**src/logic/uartPkg.sv**
```systemverilog
package uartPkg;

  ////////////////////////////////////////
  // Character and queue sizing
  ////////////////////////////////////////

  localparam int DATA_BITS = 8;                  // Bits per character.
  localparam int FIFO_DEPTH = 16;                // Entries per FIFO.

  ////////////////////////////////////////
  // Baud timing
  ////////////////////////////////////////

  localparam int SAMPLE_DIVISOR = 4;             // Clocks per sample tick.
  localparam int SAMPLES_PER_BIT = 16;           // Sample ticks per serial bit.
  localparam int BIT_CYCLES = SAMPLE_DIVISOR * SAMPLES_PER_BIT;

  localparam int DIVIDER_BITS = $clog2(SAMPLE_DIVISOR);
  localparam int TICK_BITS = $clog2(SAMPLES_PER_BIT);
  localparam int BIT_INDEX_BITS = $clog2(DATA_BITS);

  ////////////////////////////////////////
  // Frame FSM states, shared by both directions
  ////////////////////////////////////////

  localparam logic [1:0] ST_IDLE = 2'd0;
  localparam logic [1:0] ST_START = 2'd1;
  localparam logic [1:0] ST_DATA = 2'd2;
  localparam logic [1:0] ST_STOP = 2'd3;

endpackage

```
**src/logic/Fifo.sv**
```systemverilog
`timescale 1ns/100ps

module Fifo
  import uartPkg::*;
#(
  parameter int WIDTH = DATA_BITS,
  parameter int DEPTH = FIFO_DEPTH
) (
  input  logic             CLK,
  input  logic             RESETN,
  input  logic [WIDTH-1:0] DIN,
  output logic [WIDTH-1:0] DOUT,
  input  logic             WE,
  input  logic             RE,
  output logic             NOT_EMPTY,
  output logic             FULL
);

  localparam int ADDR_BITS = (DEPTH > 1) ? $clog2(DEPTH) : 1;
  localparam int SLOTS = 2 ** ADDR_BITS;         // Depth rounded up to a power of two.

  logic [WIDTH-1:0] mem [SLOTS];
  logic [WIDTH-1:0] doutReg;

  logic [ADDR_BITS:0] wrPtr;                     // Extra MSB tells full from empty.
  logic [ADDR_BITS:0] rdPtr;
  logic [ADDR_BITS:0] wrPtrNext;
  logic [ADDR_BITS:0] rdPtrNext;

  logic wrEn;
  logic rdEn;
  logic notEmptyReg;
  logic notEmptyNext;
  logic fullReg;
  logic fullNext;

  ////////////////////////////////////////
  // Pointer arithmetic
  ////////////////////////////////////////

  assign wrEn = WE & ~fullReg;                   // Writes to a full FIFO are dropped.
  assign rdEn = RE & notEmptyReg;                // Reads from an empty FIFO are dropped.

  assign wrPtrNext = wrPtr + {{ADDR_BITS{1'b0}}, wrEn};
  assign rdPtrNext = rdPtr + {{ADDR_BITS{1'b0}}, rdEn};

  assign fullNext = (wrPtrNext[ADDR_BITS] != rdPtrNext[ADDR_BITS]) &&
                    (wrPtrNext[ADDR_BITS-1:0] == rdPtrNext[ADDR_BITS-1:0]);
  assign notEmptyNext = (wrPtrNext != rdPtrNext);

  assign DOUT = doutReg;
  assign NOT_EMPTY = notEmptyReg;
  assign FULL = fullReg;

  ////////////////////////////////////////
  // Storage and read port
  ////////////////////////////////////////

  always_ff @(posedge CLK) begin
    if (wrEn) begin
      mem[wrPtr[ADDR_BITS-1:0]] <= DIN;
    end
  end

  // Head entry is prefetched so DOUT always shows the oldest word.
  always_ff @(posedge CLK) begin
    if (wrEn && (wrPtr[ADDR_BITS-1:0] == rdPtrNext[ADDR_BITS-1:0])) begin
      doutReg <= DIN;                            // Bypass into an empty head.
    end else begin
      doutReg <= mem[rdPtrNext[ADDR_BITS-1:0]];
    end
  end

  ////////////////////////////////////////
  // Control state
  ////////////////////////////////////////

  always_ff @(posedge CLK) begin
    if (!RESETN) begin
      wrPtr <= '0;
      rdPtr <= '0;
    end else begin
      wrPtr <= wrPtrNext;
      rdPtr <= rdPtrNext;
    end
  end

  always_ff @(posedge CLK) begin
    if (!RESETN) begin
      fullReg <= 1'b0;
      notEmptyReg <= 1'b0;
    end else begin
      fullReg <= fullNext;
      notEmptyReg <= notEmptyNext;
    end
  end

endmodule

```
**src/logic/baudGenerator.sv**
```systemverilog
`timescale 1ns/100ps

module baudGenerator
  import uartPkg::*;
(
  input  logic CLK,
  input  logic RESETN,
  output logic sampleTick
);

  logic [DIVIDER_BITS-1:0] divCount;
  logic                    divWrap;

  assign divWrap = (divCount == DIVIDER_BITS'(SAMPLE_DIVISOR - 1));

  // One tick per SAMPLE_DIVISOR clocks, shared by both directions.
  always_ff @(posedge CLK) begin
    if (!RESETN) begin
      divCount <= '0;
      sampleTick <= 1'b0;
    end else begin
      sampleTick <= divWrap;
      if (divWrap) begin
        divCount <= '0;
      end else begin
        divCount <= divCount + 1'b1;
      end
    end
  end

endmodule

```
**src/logic/uartTransmitter.sv**
```systemverilog
`timescale 1ns/100ps

module uartTransmitter
  import uartPkg::*;
(
  input  logic                 CLK,
  input  logic                 RESETN,
  input  logic                 sampleTick,
  input  logic [DATA_BITS-1:0] txByte,
  input  logic                 txAvailable,
  output logic                 txPop,
  output logic                 TXD
);

  logic [1:0]                state;
  logic [TICK_BITS-1:0]      tickCount;          // Free running, marks bit boundaries.
  logic [BIT_INDEX_BITS-1:0] bitCount;
  logic [DATA_BITS-1:0]      shiftReg;
  logic                      bitEnd;
  logic                      lastBit;
  logic                      shiftBit;

  assign bitEnd = sampleTick && (tickCount == TICK_BITS'(SAMPLES_PER_BIT - 1));
  assign lastBit = (bitCount == BIT_INDEX_BITS'(DATA_BITS - 1));

  // Pop on the edge that starts a new frame.
  assign txPop = bitEnd && txAvailable && ((state == ST_IDLE) || (state == ST_STOP));
  assign shiftBit = bitEnd && ((state == ST_START) || ((state == ST_DATA) && !lastBit));

  always_ff @(posedge CLK) begin
    if (txPop) begin
      shiftReg <= txByte;
    end else if (shiftBit) begin
      shiftReg <= shiftReg >> 1;                 // LSB first.
    end
  end

  always_ff @(posedge CLK) begin
    if (!RESETN) begin
      state <= ST_IDLE;
      tickCount <= '0;
      bitCount <= '0;
      TXD <= 1'b1;
    end else begin
      if (sampleTick) begin
        tickCount <= bitEnd ? '0 : tickCount + 1'b1;
      end
      if (bitEnd) begin
        case (state)
          ST_START: begin
            state <= ST_DATA;
            bitCount <= '0;
            TXD <= shiftReg[0];
          end
          ST_DATA: begin
            if (lastBit) begin
              state <= ST_STOP;
              TXD <= 1'b1;                       // Stop bit.
            end else begin
              bitCount <= bitCount + 1'b1;
              TXD <= shiftReg[0];
            end
          end
          default: begin                         // Idle or stop, back to back allowed.
            if (txAvailable) begin
              state <= ST_START;
              TXD <= 1'b0;
            end else begin
              state <= ST_IDLE;
              TXD <= 1'b1;
            end
          end
        endcase
      end
    end
  end

endmodule

```
**src/logic/uartReceiver.sv**
```systemverilog
`timescale 1ns/100ps

module uartReceiver
  import uartPkg::*;
(
  input  logic                 CLK,
  input  logic                 RESETN,
  input  logic                 sampleTick,
  input  logic                 RXD,
  input  logic                 rxFifoFull,
  output logic [DATA_BITS-1:0] rxByte,
  output logic                 rxPush,
  output logic                 rxOverrun,
  output logic                 rxFrameError
);

  logic [1:0]                state;
  logic [TICK_BITS-1:0]      tickCount;
  logic [BIT_INDEX_BITS-1:0] bitCount;
  logic [DATA_BITS-1:0]      shiftReg;

  logic rxdMeta;
  logic rxdSync;
  logic rxdLast;
  logic fallingEdge;
  logic halfBit;
  logic fullBit;

  assign fallingEdge = rxdLast && !rxdSync;
  assign halfBit = sampleTick && (tickCount == TICK_BITS'(SAMPLES_PER_BIT / 2 - 1));
  assign fullBit = sampleTick && (tickCount == TICK_BITS'(SAMPLES_PER_BIT - 1));

  assign rxByte = shiftReg;

  ////////////////////////////////////////
  // Data capture
  ////////////////////////////////////////

  always_ff @(posedge CLK) begin
    if ((state == ST_DATA) && fullBit) begin
      shiftReg <= {rxdSync, shiftReg[DATA_BITS-1:1]};  // LSB arrives first.
    end
  end

  ////////////////////////////////////////
  // Frame FSM
  ////////////////////////////////////////

  always_ff @(posedge CLK) begin
    if (!RESETN) begin
      rxdMeta <= 1'b1;
      rxdSync <= 1'b1;
      rxdLast <= 1'b1;
      state <= ST_IDLE;
      tickCount <= '0;
      bitCount <= '0;
      rxPush <= 1'b0;
      rxOverrun <= 1'b0;
      rxFrameError <= 1'b0;
    end else begin
      rxdMeta <= RXD;                            // Two-stage synchronizer.
      rxdSync <= rxdMeta;
      rxdLast <= rxdSync;
      rxPush <= 1'b0;
      if (sampleTick) begin
        tickCount <= tickCount + 1'b1;
      end
      case (state)
        ST_IDLE: begin
          if (fallingEdge) begin
            state <= ST_START;
            tickCount <= '0;
          end
        end
        ST_START: begin
          if (halfBit) begin
            tickCount <= '0;
            bitCount <= '0;
            state <= rxdSync ? ST_IDLE : ST_DATA;  // High at mid start is a glitch.
          end
        end
        ST_DATA: begin
          if (fullBit) begin
            tickCount <= '0;
            bitCount <= bitCount + 1'b1;
            if (bitCount == BIT_INDEX_BITS'(DATA_BITS - 1)) begin
              state <= ST_STOP;
            end
          end
        end
        default: begin
          if (fullBit) begin                     // Middle of the stop bit.
            tickCount <= '0;
            state <= ST_IDLE;
            if (!rxdSync) begin
              rxFrameError <= 1'b1;
            end else if (rxFifoFull) begin
              rxOverrun <= 1'b1;
            end else begin
              rxPush <= 1'b1;
            end
          end
        end
      endcase
    end
  end

endmodule

```
**src/logic/uartLink.sv**
```systemverilog
`timescale 1ns/100ps

module uartLink
  import uartPkg::*;
(
  input  logic                 CLK,
  input  logic                 RESETN,
  input  logic [DATA_BITS-1:0] txData,
  input  logic                 txWrite,
  input  logic                 rxRead,
  output logic                 txFull,
  output logic [DATA_BITS-1:0] rxData,
  output logic                 rxNotEmpty,
  output logic                 rxOverrun,
  output logic                 rxFrameError,
  output logic                 TXD,
  input  logic                 RXD
);

  logic                 sampleTick;
  logic [DATA_BITS-1:0] txHead;                  // Oldest byte waiting to go out.
  logic                 txNotEmpty;
  logic                 txPop;
  logic [DATA_BITS-1:0] rxByte;
  logic                 rxPush;
  logic                 rxFifoFull;

  baudGenerator baudGen (
    .CLK        (CLK),
    .RESETN     (RESETN),
    .sampleTick (sampleTick)
  );

  ////////////////////////////////////////
  // Transmit path
  ////////////////////////////////////////

  Fifo #(.WIDTH(DATA_BITS), .DEPTH(FIFO_DEPTH)) txFifo (
    .CLK       (CLK),
    .RESETN    (RESETN),
    .DIN       (txData),
    .DOUT      (txHead),
    .WE        (txWrite),
    .RE        (txPop),
    .NOT_EMPTY (txNotEmpty),
    .FULL      (txFull)
  );

  uartTransmitter transmitter (
    .CLK         (CLK),
    .RESETN      (RESETN),
    .sampleTick  (sampleTick),
    .txByte      (txHead),
    .txAvailable (txNotEmpty),
    .txPop       (txPop),
    .TXD         (TXD)
  );

  ////////////////////////////////////////
  // Receive path
  ////////////////////////////////////////

  uartReceiver receiver (
    .CLK          (CLK),
    .RESETN       (RESETN),
    .sampleTick   (sampleTick),
    .RXD          (RXD),
    .rxFifoFull   (rxFifoFull),
    .rxByte       (rxByte),
    .rxPush       (rxPush),
    .rxOverrun    (rxOverrun),
    .rxFrameError (rxFrameError)
  );

  Fifo #(.WIDTH(DATA_BITS), .DEPTH(FIFO_DEPTH)) rxFifo (
    .CLK       (CLK),
    .RESETN    (RESETN),
    .DIN       (rxByte),
    .DOUT      (rxData),
    .WE        (rxPush),
    .RE        (rxRead),                         // Host pops directly.
    .NOT_EMPTY (rxNotEmpty),
    .FULL      (rxFifoFull)
  );

endmodule

```
**config.mk**
```make
export PLATFORM = sky130hd
export DESIGN_NAME = uartLink
export DESIGN_NICKNAME = d
export VERILOG_FILES = /design/src/logic/uartPkg.sv /design/src/logic/Fifo.sv /design/src/logic/baudGenerator.sv /design/src/logic/uartTransmitter.sv /design/src/logic/uartReceiver.sv /design/src/logic/uartLink.sv
export SDC_FILE = /design/constraint.sdc
export NUM_CORES = 1
export LEC_CHECK = 0
export ABC_AREA = 1
export BUFFER_PORTS_ARGS = -buffer_cell sky130_fd_sc_hd__buf_4
export CAP_MARGIN = 15
export CORE_UTILIZATION = 50
export CTS_CLUSTER_SIZE = 8
export DETAILED_ROUTE_END_ITERATION = 8
export GPL_TIMING_DRIVEN = 0
export MAX_ROUTING_LAYER = met4
export PLACE_DENSITY = 0.66
export RECOVER_POWER = 25
export SKIP_LAST_GASP = 1
export SLEW_MARGIN = 20
export SYNTH_ARGS = -nofsm -noshare
export SYNTH_HDL_FRONTEND = slang
export SYNTH_SLANG_ARGS = --single-unit
```
**constraint.sdc**
```tcl
create_clock -name CLK -period 3.62 [get_ports CLK]
set_input_delay 0.362 -clock CLK [delete_from_list [all_inputs] [get_ports CLK]]
set_output_delay 0.362 -clock CLK [all_outputs]
set_load 0.1 [all_outputs]
```
==> results of run 1 <==
power by group:
part / total (mW) / switching, mW / leakage, nW / internal (mW)
clock: 3.90 / 1.49 / 0.625 / 2.41
sequential: 4.15 / 0.0144 / 2.91 / 4.14
combinational: 0.198 / 0.143 / 2.76 / 0.0556
total: 8.25 / 1.64 / 6.30 / 6.61
routing by layer:
layer	vias to the layer above	share of wire (%)	global-route usage, %
li1	4533	-	-
met1	4284	43	29.63
met2	298	48	38.00
met3	67	5.7	3.382
met4	0	3.0	8.226
met5	-	0	-
flip-flops by register name (all words and copies together), names as in the netlist, 2 cells and up, named ones only:
| signal | flops |
|---|---|
| rxFifo.mem | 128 |
| txFifo.mem | 128 |
| receiver.rxByte | 8 |
| transmitter.shiftReg | 8 |
| rxFifo.rdPtr | 5 |
| rxFifo.wrPtr | 5 |
| txFifo.rdPtr | 5 |
| txFifo.wrPtr | 5 |
| receiver.tickCount | 4 |
| transmitter.tickCount | 4 |
| receiver.bitCount | 3 |
| transmitter.bitCount | 3 |
| baudGen.divCount | 2 |
| receiver.state | 2 |
| transmitter.state | 2 |
synth_stat cells (2+ instances only):
library cell	count
a21oi_1	46
buf_1	4
buf_2	29
buf_4	6
buf_6	6
clkbuf_1	12
clkinv_1	3
dfxtp_1	60
edfxtp_1	272
ha_1	21
inv_1	192
inv_2	2
nand2_1	287
nand3_1	159
nand4_1	7
nor2_1	68
nor2_4	2
nor3_1	11
nor3b_1	2
o211ai_1	35
o21ai_0	38
o21ai_1	9
or2_0	2
or2_2	4
xnor2_1	11
xor2_1	13
cells by family after synthesis:
group           Yosys count
simple gates            547
flops                   332
buf+inv                 255
compound gates          132
xor+xnor                 24
fa+ha+maj                21
cell type report:
cell class,count,area share (%)
Clock buffer,64,8.039
Timing Repair Buffer,24,0.9411
Inverter,198,4.674
Multi-Input combinational cell,724,22.69
Clock inverter,1,0.03137
Tap cell,372,2.917
Buffer,57,1.984
Sequential cell,332,58.72
through the flow:
step	std cells	power, mW	worst slack [ns]	hold WS, ns	utilization [%]
after floorplan	1311	4.346	1.287	0.3925	-
after global placement	1707	4.421	1.242	0.3979	53.82
after detailed placement	1707	4.426	1.264	0.4226	53.93
after CTS	1772	8.301	0.9231	0.03253	58.65
after global routing	1772	8.482	0.7753	0.02966	58.54
final	1772	8.249	0.9419	0.04915	58.54
worst paths after layout:
check / start / to
setup reg to reg: transmitter.tickCount[0] / txFifo.FULL
hold reg to reg: receiver.rxdMeta / receiver.rxdSync
hold / removal: RXD / receiver.rxdMeta
setup / recovery: register / rxData[4]
cells in the final DEF (no fill, tap or decap), drive strengths merged:
master   instances
o31ai            1
ha              21
nand2          288
clkbuf          85
buf             60
nor3b            3
nor3            11
nand3          159
nor2            71
o21a             1
a21oi           46
o21ai           48
dfxtp           60
or2              6
xnor2           11
o211ai          35
clkinv           4
edfxtp         272
nand3b           1
nand4            8
xor2            13
o2111ai          1
inv            195
==> impl_metrics.yaml, run 1 <==
timing:
  rsz0062_at_grt: "no"
  setup_viol: 0
  tightest_slew_ns: 0.9607
  min_period_over_period_pct: 73.98
  timing.slew.headroom_pct: 35.95
  fin_crit_ns: 2.678
  finClkSkew_ns: 0.02102
  final_hold_viol_count: 0
  max_freq_mhz: 373.4
  finalMaxSlewViolations: 0
  tns_ns: 0
floorplanning:
  start_util_pct: 51.45
  io_pins: 26
  rows: 60
  die-area_um2: 28710
  die_x_um: 169.5
  die_h_um: 169.5
  core_region_area_um2: 27250
synthesis:
  syn_nets: 1345
  synth_xor_area_share_pct: 1.499
  yosys.area.top_type_share_pct: 58.26
  yosys_warnings: 0
  synth_area_per_cell_um2: 10.69
  yosys.area.top_type: "edfxtp_1"
  async_reset_ff_share_pct: 0
  synth-edff-count: 272
  synthDistinctLibCells: 36
  synth-compound-area-share_pct: 5.426
  synth-adder-area-share_pct: 1.874
  yosysSeqAreaShare_pct: 66.83
  syn_area_um2: 14020
  yosys.area_share.simple_pct: 16.79
  synth_top_family_by_area: "simple AND/OR/NAND/NOR gates"
  synthMuxAreaShare_pct: 0
  synthFlopType: "edfxtp_1"
  synthTopCellsByArea: "edfxtp_1 (58%), dfxtp_1 (8.6%), nand2_1 (7.7%)"
  synth_seq_cells: 332
  synth_cells: 1311
critical_path:
  slowest_delay_ns: 0.35
  endpoint_kind: "output pin"
  path_depth: 7
  r2r_setup_slack_ns: 1.05
  cpMostUsedCell: "nand3_1"
  cp_num_buf_inv: 3
  critical_path.cell_chain: "buf_2, clkbuf_1, o21ai_0, nand3_1, nand3_1, nand2_1, buf_4"
  path_max_fanout: 10
  cp_slowest_cell: "dfxtp_1"
  start_kind: "register"
  crit_family: "buffers and inverters"
  worstPathArrival_ns: 2.32
  criticalPathCategory: "reg2out"
  worstRegToRegCells: 12
  required_ns: 3.26
placed_design:
  gp_congestion: 0.8976
  port_buffers: 24
  place_hpwl_um: 20830
  post_dp_cell_area_um2: 14700
global_route:
  grt_pass1_vias: 8950
  antenna_found_initial: 0
  grt_max_degree: 18
  grt_pass1_wl_um: 48730
  gr-total-overflow: 0
  grt.total_usage_pct: 23.23
detailed_routing:
  ant_nets: 0
  vias_per_cell: 5.182
  route.detailed.drc: 0
  vias: 9182
  drtPass1Iterations: 5
  wl_um: 31510
  initialDrtViolationCount: 685
  avgRoutedWirePerCell_um: 17.78
clock_tree:
  cts.path.max_buffers: 3
  cts-resized-gates: 0
  clk_pin_slew_ns: 0.05
  cts_tree: "yes"
  postCtsHoldBufs: 0
  post-cts-setup-buffers: 0
  cts.sinks: 332
  htree_levels: 2
  cts_made_buffers: 47
  clk_latency_ns: 0.54
  root_buffer: "clkbuf_16"
final_layout:
  antenna_cells: 0
  multi_input_area_um2: 3620
  nFillCells: 2288
  final_area_um2: 15950
  drive_above_1_share_pct: 9.071
  finalNetCount: 1418
  seq_area_um2: 9369
  area_growth_syn_to_layout_pct: 13.80
worst_hold_path:
  min_path_type: "in2reg"
  worstHoldPathCells: 2
run:
  cap_violations: 0
run_status:
  status: "completed"
pwr:
  p_per_area_nw_per_um2: 517.1
  leakagePower_nw: 6.296
  ir_worst_vdd_mv: 0.3589
(Power assumes the default switching activity.)
==> inputs of run 2 (changes only) <==
ABC_AREA = 0   (was 1)
PLACE_DENSITY = 0.68   (was 0.66)
clock period = 2.3 ns   (was 3.62 ns; I/O delays follow)
==> impl_metrics.yaml, run 2 <==
final_layout:
  multi_input_area_um2: 3518
  nFillCells: 1751
  final_area_um2: 15330
  mostFrequentLayoutCells: "edfxtp_1 (272), mux4_2 (64), dfxtp_1 (56)"
  seq_area_um2: 9374
  antenna_cells: 0
  finalNetCount: 825
  drive_above_1_share_pct: 23.70
  area_growth_syn_to_layout_pct: 17.79
  layout_commonest_cell: "edfxtp_1"
timing:
  finClkSkew_ns: 0.02603
  setup_ws_ns: -0.3598
  max_freq_mhz: 376.0
  min_period_over_period_pct: 115.6
  fin_crit_ns: 2.660
  tightest_slew_ns: 0.9527
  timing.slew.headroom_pct: 36.25
  final_hold_viol_count: 0
  rsz0062_at_grt: "yes"
  hold_slack_ns: 0.1246
  finalMaxSlewViolations: 0
  setup_viol: 8
global_route:
  grt.total_usage_pct: 20.25
  grt_pass1_wl_um: 38810
  grt_max_degree: 18
  grt_pass1_vias: 6775
  antenna_found_initial: 0
  gr-total-overflow: 0
pwr:
  leakagePower_nw: 4.981
  p_per_area_nw_per_um2: 857.2
  ir_worst_vdd_mv: 0.4998
floorplanning:
  rows: 58
  io_pins: 26
  die_h_um: 163.3
  core_region_area_um2: 25330
  die-area_um2: 26670
  start_util_pct: 51.38
  die_x_um: 163.3
run_status:
  status: "finished with violations"
  violations: "setup timing"
worst_hold_path:
  min_path_type: "in2reg"
clock_tree:
  root_buffer: "clkbuf_16"
  cts_made_buffers: 47
  cts_tree: "yes"
  htree_levels: 2
  cts.path.max_buffers: 3
  cts.sinks: 332
  clk_latency_ns: 0.54
  clk_pin_slew_ns: 0.05
critical_path:
  worstPathArrival_ns: 2.43
  start_kind: "register"
  required_ns: 2.07
  criticalPathCategory: "reg2out"
  path_max_fanout: 8
  endpoint_kind: "output pin"
placed_design:
  post_dp_cell_area_um2: 13660
  port_buffers: 25
  gp_congestion: 0.8083
  place_hpwl_um: 15920
synthesis:
  synth_area_per_cell_um2: 18.51
  synth_top_cells_by_count: "edfxtp_1 (272), dfxtp_1 (60), nor2_1 (50), mux4_2 (48), nand2_1 (29)"
  synthFlopType: "edfxtp_1"
  async_reset_ff_share_pct: 0
  yosysSeqAreaShare_pct: 72.00
  synth-edff-count: 272
  syn_nets: 737
  yosys.area.top_type: "edfxtp_1"
  synthDistinctLibCells: 49
  synthMostInstantiatedCell: "edfxtp_1"
  yosys_warnings: 0
  synth_cells: 703
  yosys.area.top_type_share_pct: 62.77
  synth_seq_cells: 332
  syn_area_um2: 13010
  synthTopCellsByArea: "edfxtp_1 (63%), dfxtp_1 (9.2%), mux4_2 (8.3%)"
run:
  cap_violations: 0
detailed_routing:
  drtPass1Iterations: 5
  vias: 6638
  avgRoutedWirePerCell_um: 21.90
  wl_um: 25340
  ant_nets: 0
  route.detailed.drc: 0
  initialDrtViolationCount: 650
  vias_per_cell: 5.737
[run 2: cell count changes in the layout (fill, tap and decap cells not counted), moves of 13 or more]
cell | before | now
nand2_1 | 287 | 29
inv_1 | 192 | 9
nand3_1 | 159 | 15
mux4_2 | 0 | 64
a21oi_1 | 46 | 12
o21ai_0 | 38 | 4
o211ai_1 | 35 | 7
buf_2 | 28 | 3
nor2_1 | 69 | 44
clkbuf_1 | 36 | 49
[run 2: worst max-delay path: stages, from the launching register on]
cell	delay, ns
dfxtp_2	0.34
buf_12	0.16
clkbuf_16	0.17
mux4_1	0.55
mux4_2	0.50
buf_12	0.19
[run 2: final cells by class]
class / count / area share (%)
plain buffers: 26 / 1.257
clock buffers: 82 / 8.669
repair buffers: 40 / 2.637
clock inverters: 3 / 0.3592
inverters: 11 / 0.2694
multi-input cells: 333 / 22.96
well taps: 330 / 2.694
flip-flops and latches: 332 / 61.16
[run 2: metal layers]
layer | wire length [um] | share of wire [%] | global-route usage [%]
met1 | 11030 | 44 | 27.55
met2 | 12220 | 48 | 31.30
met3 | 1632 | 6.4 | 3.682
met4 | 451 | 1.8 | 6.032
met5 | 0 | 0 | -
[run 2: path summary, 6_finish.rpt]
check / start / to / slack [ns] / depth (start not counted)
setup / recovery: register / rxData[2] / -0.36 / 5
hold / removal: rxRead / register / 0.12 / 3
setup reg to reg: transmitter.state[0] / txFifo.FULL / 0.07 / 10
hold reg to reg: receiver.rxdMeta / receiver.rxdSync / 0.40 / 1
[run 2: repair_timing]
| item | 4_1_cts | 5_1_grt |
|---|---|---|
| hold endpoints to repair | 19 | 0 |
| hold buffers | 3 | 0 |
| pin swaps | 6 | 3 |
| resized for setup | 39 | 30 |
| cloned | 0 | 3 |
| setup endpoints to repair | 28 | 73 |
| setup buffers | 6 | 2 |
[run 2: cell families (layout without fill, tap and decap cells)]
family,Yosys count,after routing,share of synthesized area [%]
flops,332,332,72.00
simple gates,155,155,5.904
mux,89,89,14.53
compound gates,41,41,2.116
buf+inv,38,162,1.615
xor+xnor,27,27,1.817
fa+ha+maj,21,21,2.019
[run 2: per-stage QoR]
stage / setup slack (ns) / cells / TNS [ns] / util (%) / power [mW]
final: -0.3598 / 1157 / -2.688 / 60.52 / 13.14
after global routing: -0.4101 / 1157 / -3.217 / 60.52 / 13.55
after CTS: -0.3921 / 1152 / -2.984 / 59.91 / 13.26
after detailed placement: -0.5504 / 1059 / -2.684 / 53.95 / 6.926
after global placement: -0.3658 / 1058 / -6.714 / 53.78 / 6.902
after floorplan: 0.01789 / 703 / 0 / - / 6.813
[run 2: power breakdown]
| group | total [mW] | internal, mW | switching [mW] |
|---|---|---|---|
| clock | 6.31 | 3.98 | 2.33 |
| sequential | 6.55 | 6.52 | 0.0303 |
| combinational | 0.279 | 0.0974 | 0.181 |
| total | 13.1 | 10.6 | 2.54 |
==> inputs of run 3 (changes only) <==
PLACE_DENSITY = 0.66   (was 0.68)
clock period = 3.4 ns   (was 2.3 ns; I/O delays follow)
==> impl_metrics.yaml, run 3 (synthesis results as in run 2) <==
final_layout:
  drive_above_1_share_pct: 18.44
  area_growth_syn_to_layout_pct: 15.00
  antenna_cells: 0
  layout_commonest_cell: "edfxtp_1"
  finalNetCount: 815
  utilization_pct: 59.09
  mostFrequentLayoutCells: "edfxtp_1 (272), dfxtp_1 (60), nor2_1 (50)"
detailed_routing:
  initialDrtViolationCount: 407
  vias: 6544
  avgRoutedWirePerCell_um: 21.91
  route.detailed.drc: 0
  wl_um: 24690
  drtPass1Iterations: 4
  vias_per_cell: 5.807
  ant_nets: 0
critical_path:
  criticalPathCategory: "reg2out"
  r2r_setup_slack_ns: 0.60
  r2r_end: "txFifo.FULL"
  slowest_delay_ns: 0.54
  path_max_fanout: 10
  critical_path.cell_chain: "buf_1, mux4_2, mux4_2, buf_4"
  start_kind: "register"
  required_ns: 3.06
  r2r_start: "transmitter.tickCount[0]"
  worstPathArrival_ns: 2.73
  worstRegToRegCells: 11
  endpoint_kind: "output pin"
  cp_slowest_cell: "buf_1"
  critical_path.endpoint: "rxData[1]"
  cpMostUsedCell: "mux4_2"
timing:
  final_hold_viol_count: 0
  tightest_slew_ns: 1.006
  finClkSkew_ns: 0.009408
  min_period_over_period_pct: 90.15
  setup_viol: 0
  max_freq_mhz: 326.2
  rsz0062_at_grt: "no"
  fin_crit_ns: 3.065
  tns_ns: 0
  finalMaxSlewViolations: 0
  timing.slew.headroom_pct: 32.66
clock_tree:
  clk_latency_ns: 0.52
  htree_levels: 2
  cts.sinks: 332
  clk_pin_slew_ns: 0.05
  cts.path.max_buffers: 3
  root_buffer: "clkbuf_16"
  cts_tree: "yes"
  cts-resized-gates: 0
  cts_made_buffers: 47
pwr:
  ir_worst_vdd_mv: 0.4245
  p_per_area_nw_per_um2: 584.6
  leakagePower_nw: 4.903
placed_design:
  gp_congestion: 0.8003
  port_buffers: 25
  place_hpwl_um: 16110
floorplanning:
  io_pins: 26
  start_util_pct: 51.38
  core_region_area_um2: 25330
  die_h_um: 163.3
  die-area_um2: 26670
  rows: 58
  die_x_um: 163.3
run:
  cap_violations: 0
global_route:
  grt_pass1_wl_um: 37980
  grt_max_degree: 18
  grt.total_usage_pct: 19.85
  grt_pass1_vias: 6774
  gr-total-overflow: 0
  antenna_found_initial: 0
run_status:
  status: "completed"
worst_hold_path:
  min_path_type: "in2reg"
[run 3: metrics by stage]
step | worst slack [ns] | std cells | cell area [um^2] | hold WS, ns | power [mW]
2_1_floorplan | 0.8943 | 703 | 13010 | 0.3863 | 4.608
3_3_place_gp | 0.5344 | 1058 | 13610 | 0.3940 | 4.670
3_5_place_dp | 0.6300 | 1061 | 13680 | 0.4048 | 4.684
4_1_cts | 0.2801 | 1127 | 15000 | 0.1268 | 8.831
5_1_grt | 0.2622 | 1127 | 14960 | 0.2652 | 9.014
6_report | 0.3349 | 1127 | 14960 | 0.2429 | 8.748
[run 3: how the worst min path moves through the flow]
stage          depth (start not counted)        startpoint                 to  slack (ns)
6_report                               3            rxRead           register        0.24
5_1_grt                                3            rxRead           register        0.27
4_1_cts                                1         txData[7]  txFifo.mem[11][7]        0.13
3_5_place_dp                           1  receiver.rxdMeta   receiver.rxdSync        0.40
3_3_place_gp                           1  receiver.rxdMeta   receiver.rxdSync        0.39
2_1_floorplan                          1  receiver.rxdMeta   receiver.rxdSync        0.39
[run 3: repair_timing]
item | in CTS | in global routing
hold buffers | 1 | 0
endpoints found under the hold margin | 1 | 0
setup buffers | 0 | 0
[run 3: final cells by class]
class / instances / area, um^2
Fill cell: 1835 / 10360
Sequential cell: 332 / 9369
Multi-Input combinational cell: 333 / 3473
Clock buffer: 64 / 1282
Tap cell: 330 / 412.9
Timing Repair Buffer: 29 / 186.4
Buffer: 27 / 168.9
Inverter: 11 / 41.29
Clock inverter: 1 / 30.03
[run 3: power breakdown]
group / switching, mW / internal, mW / leakage (nW) / total (mW)
logic: 0.119 / 0.0623 / 1.33 / 0.181
registers: 0.0185 / 4.41 / 2.94 / 4.43
clock network: 1.50 / 2.64 / 0.636 / 4.14
[run 3: worst max-delay path: cells and delay by family, from the launching register on]
family | cells | cell delay, ns
flip-flops | 1 | 0.44
multiplexers | 2 | 0.98
buffers and inverters | 2 | 0.79
[run 3: routing by layer]
layer  track usage, %  routed length (um)  vias up
met3            3.377                1515       42
li1                 -                   -     2941
met4            5.947                 501        0
met2            31.47               12200      201
met5                -                   0        -
met1            26.45               10470     3360
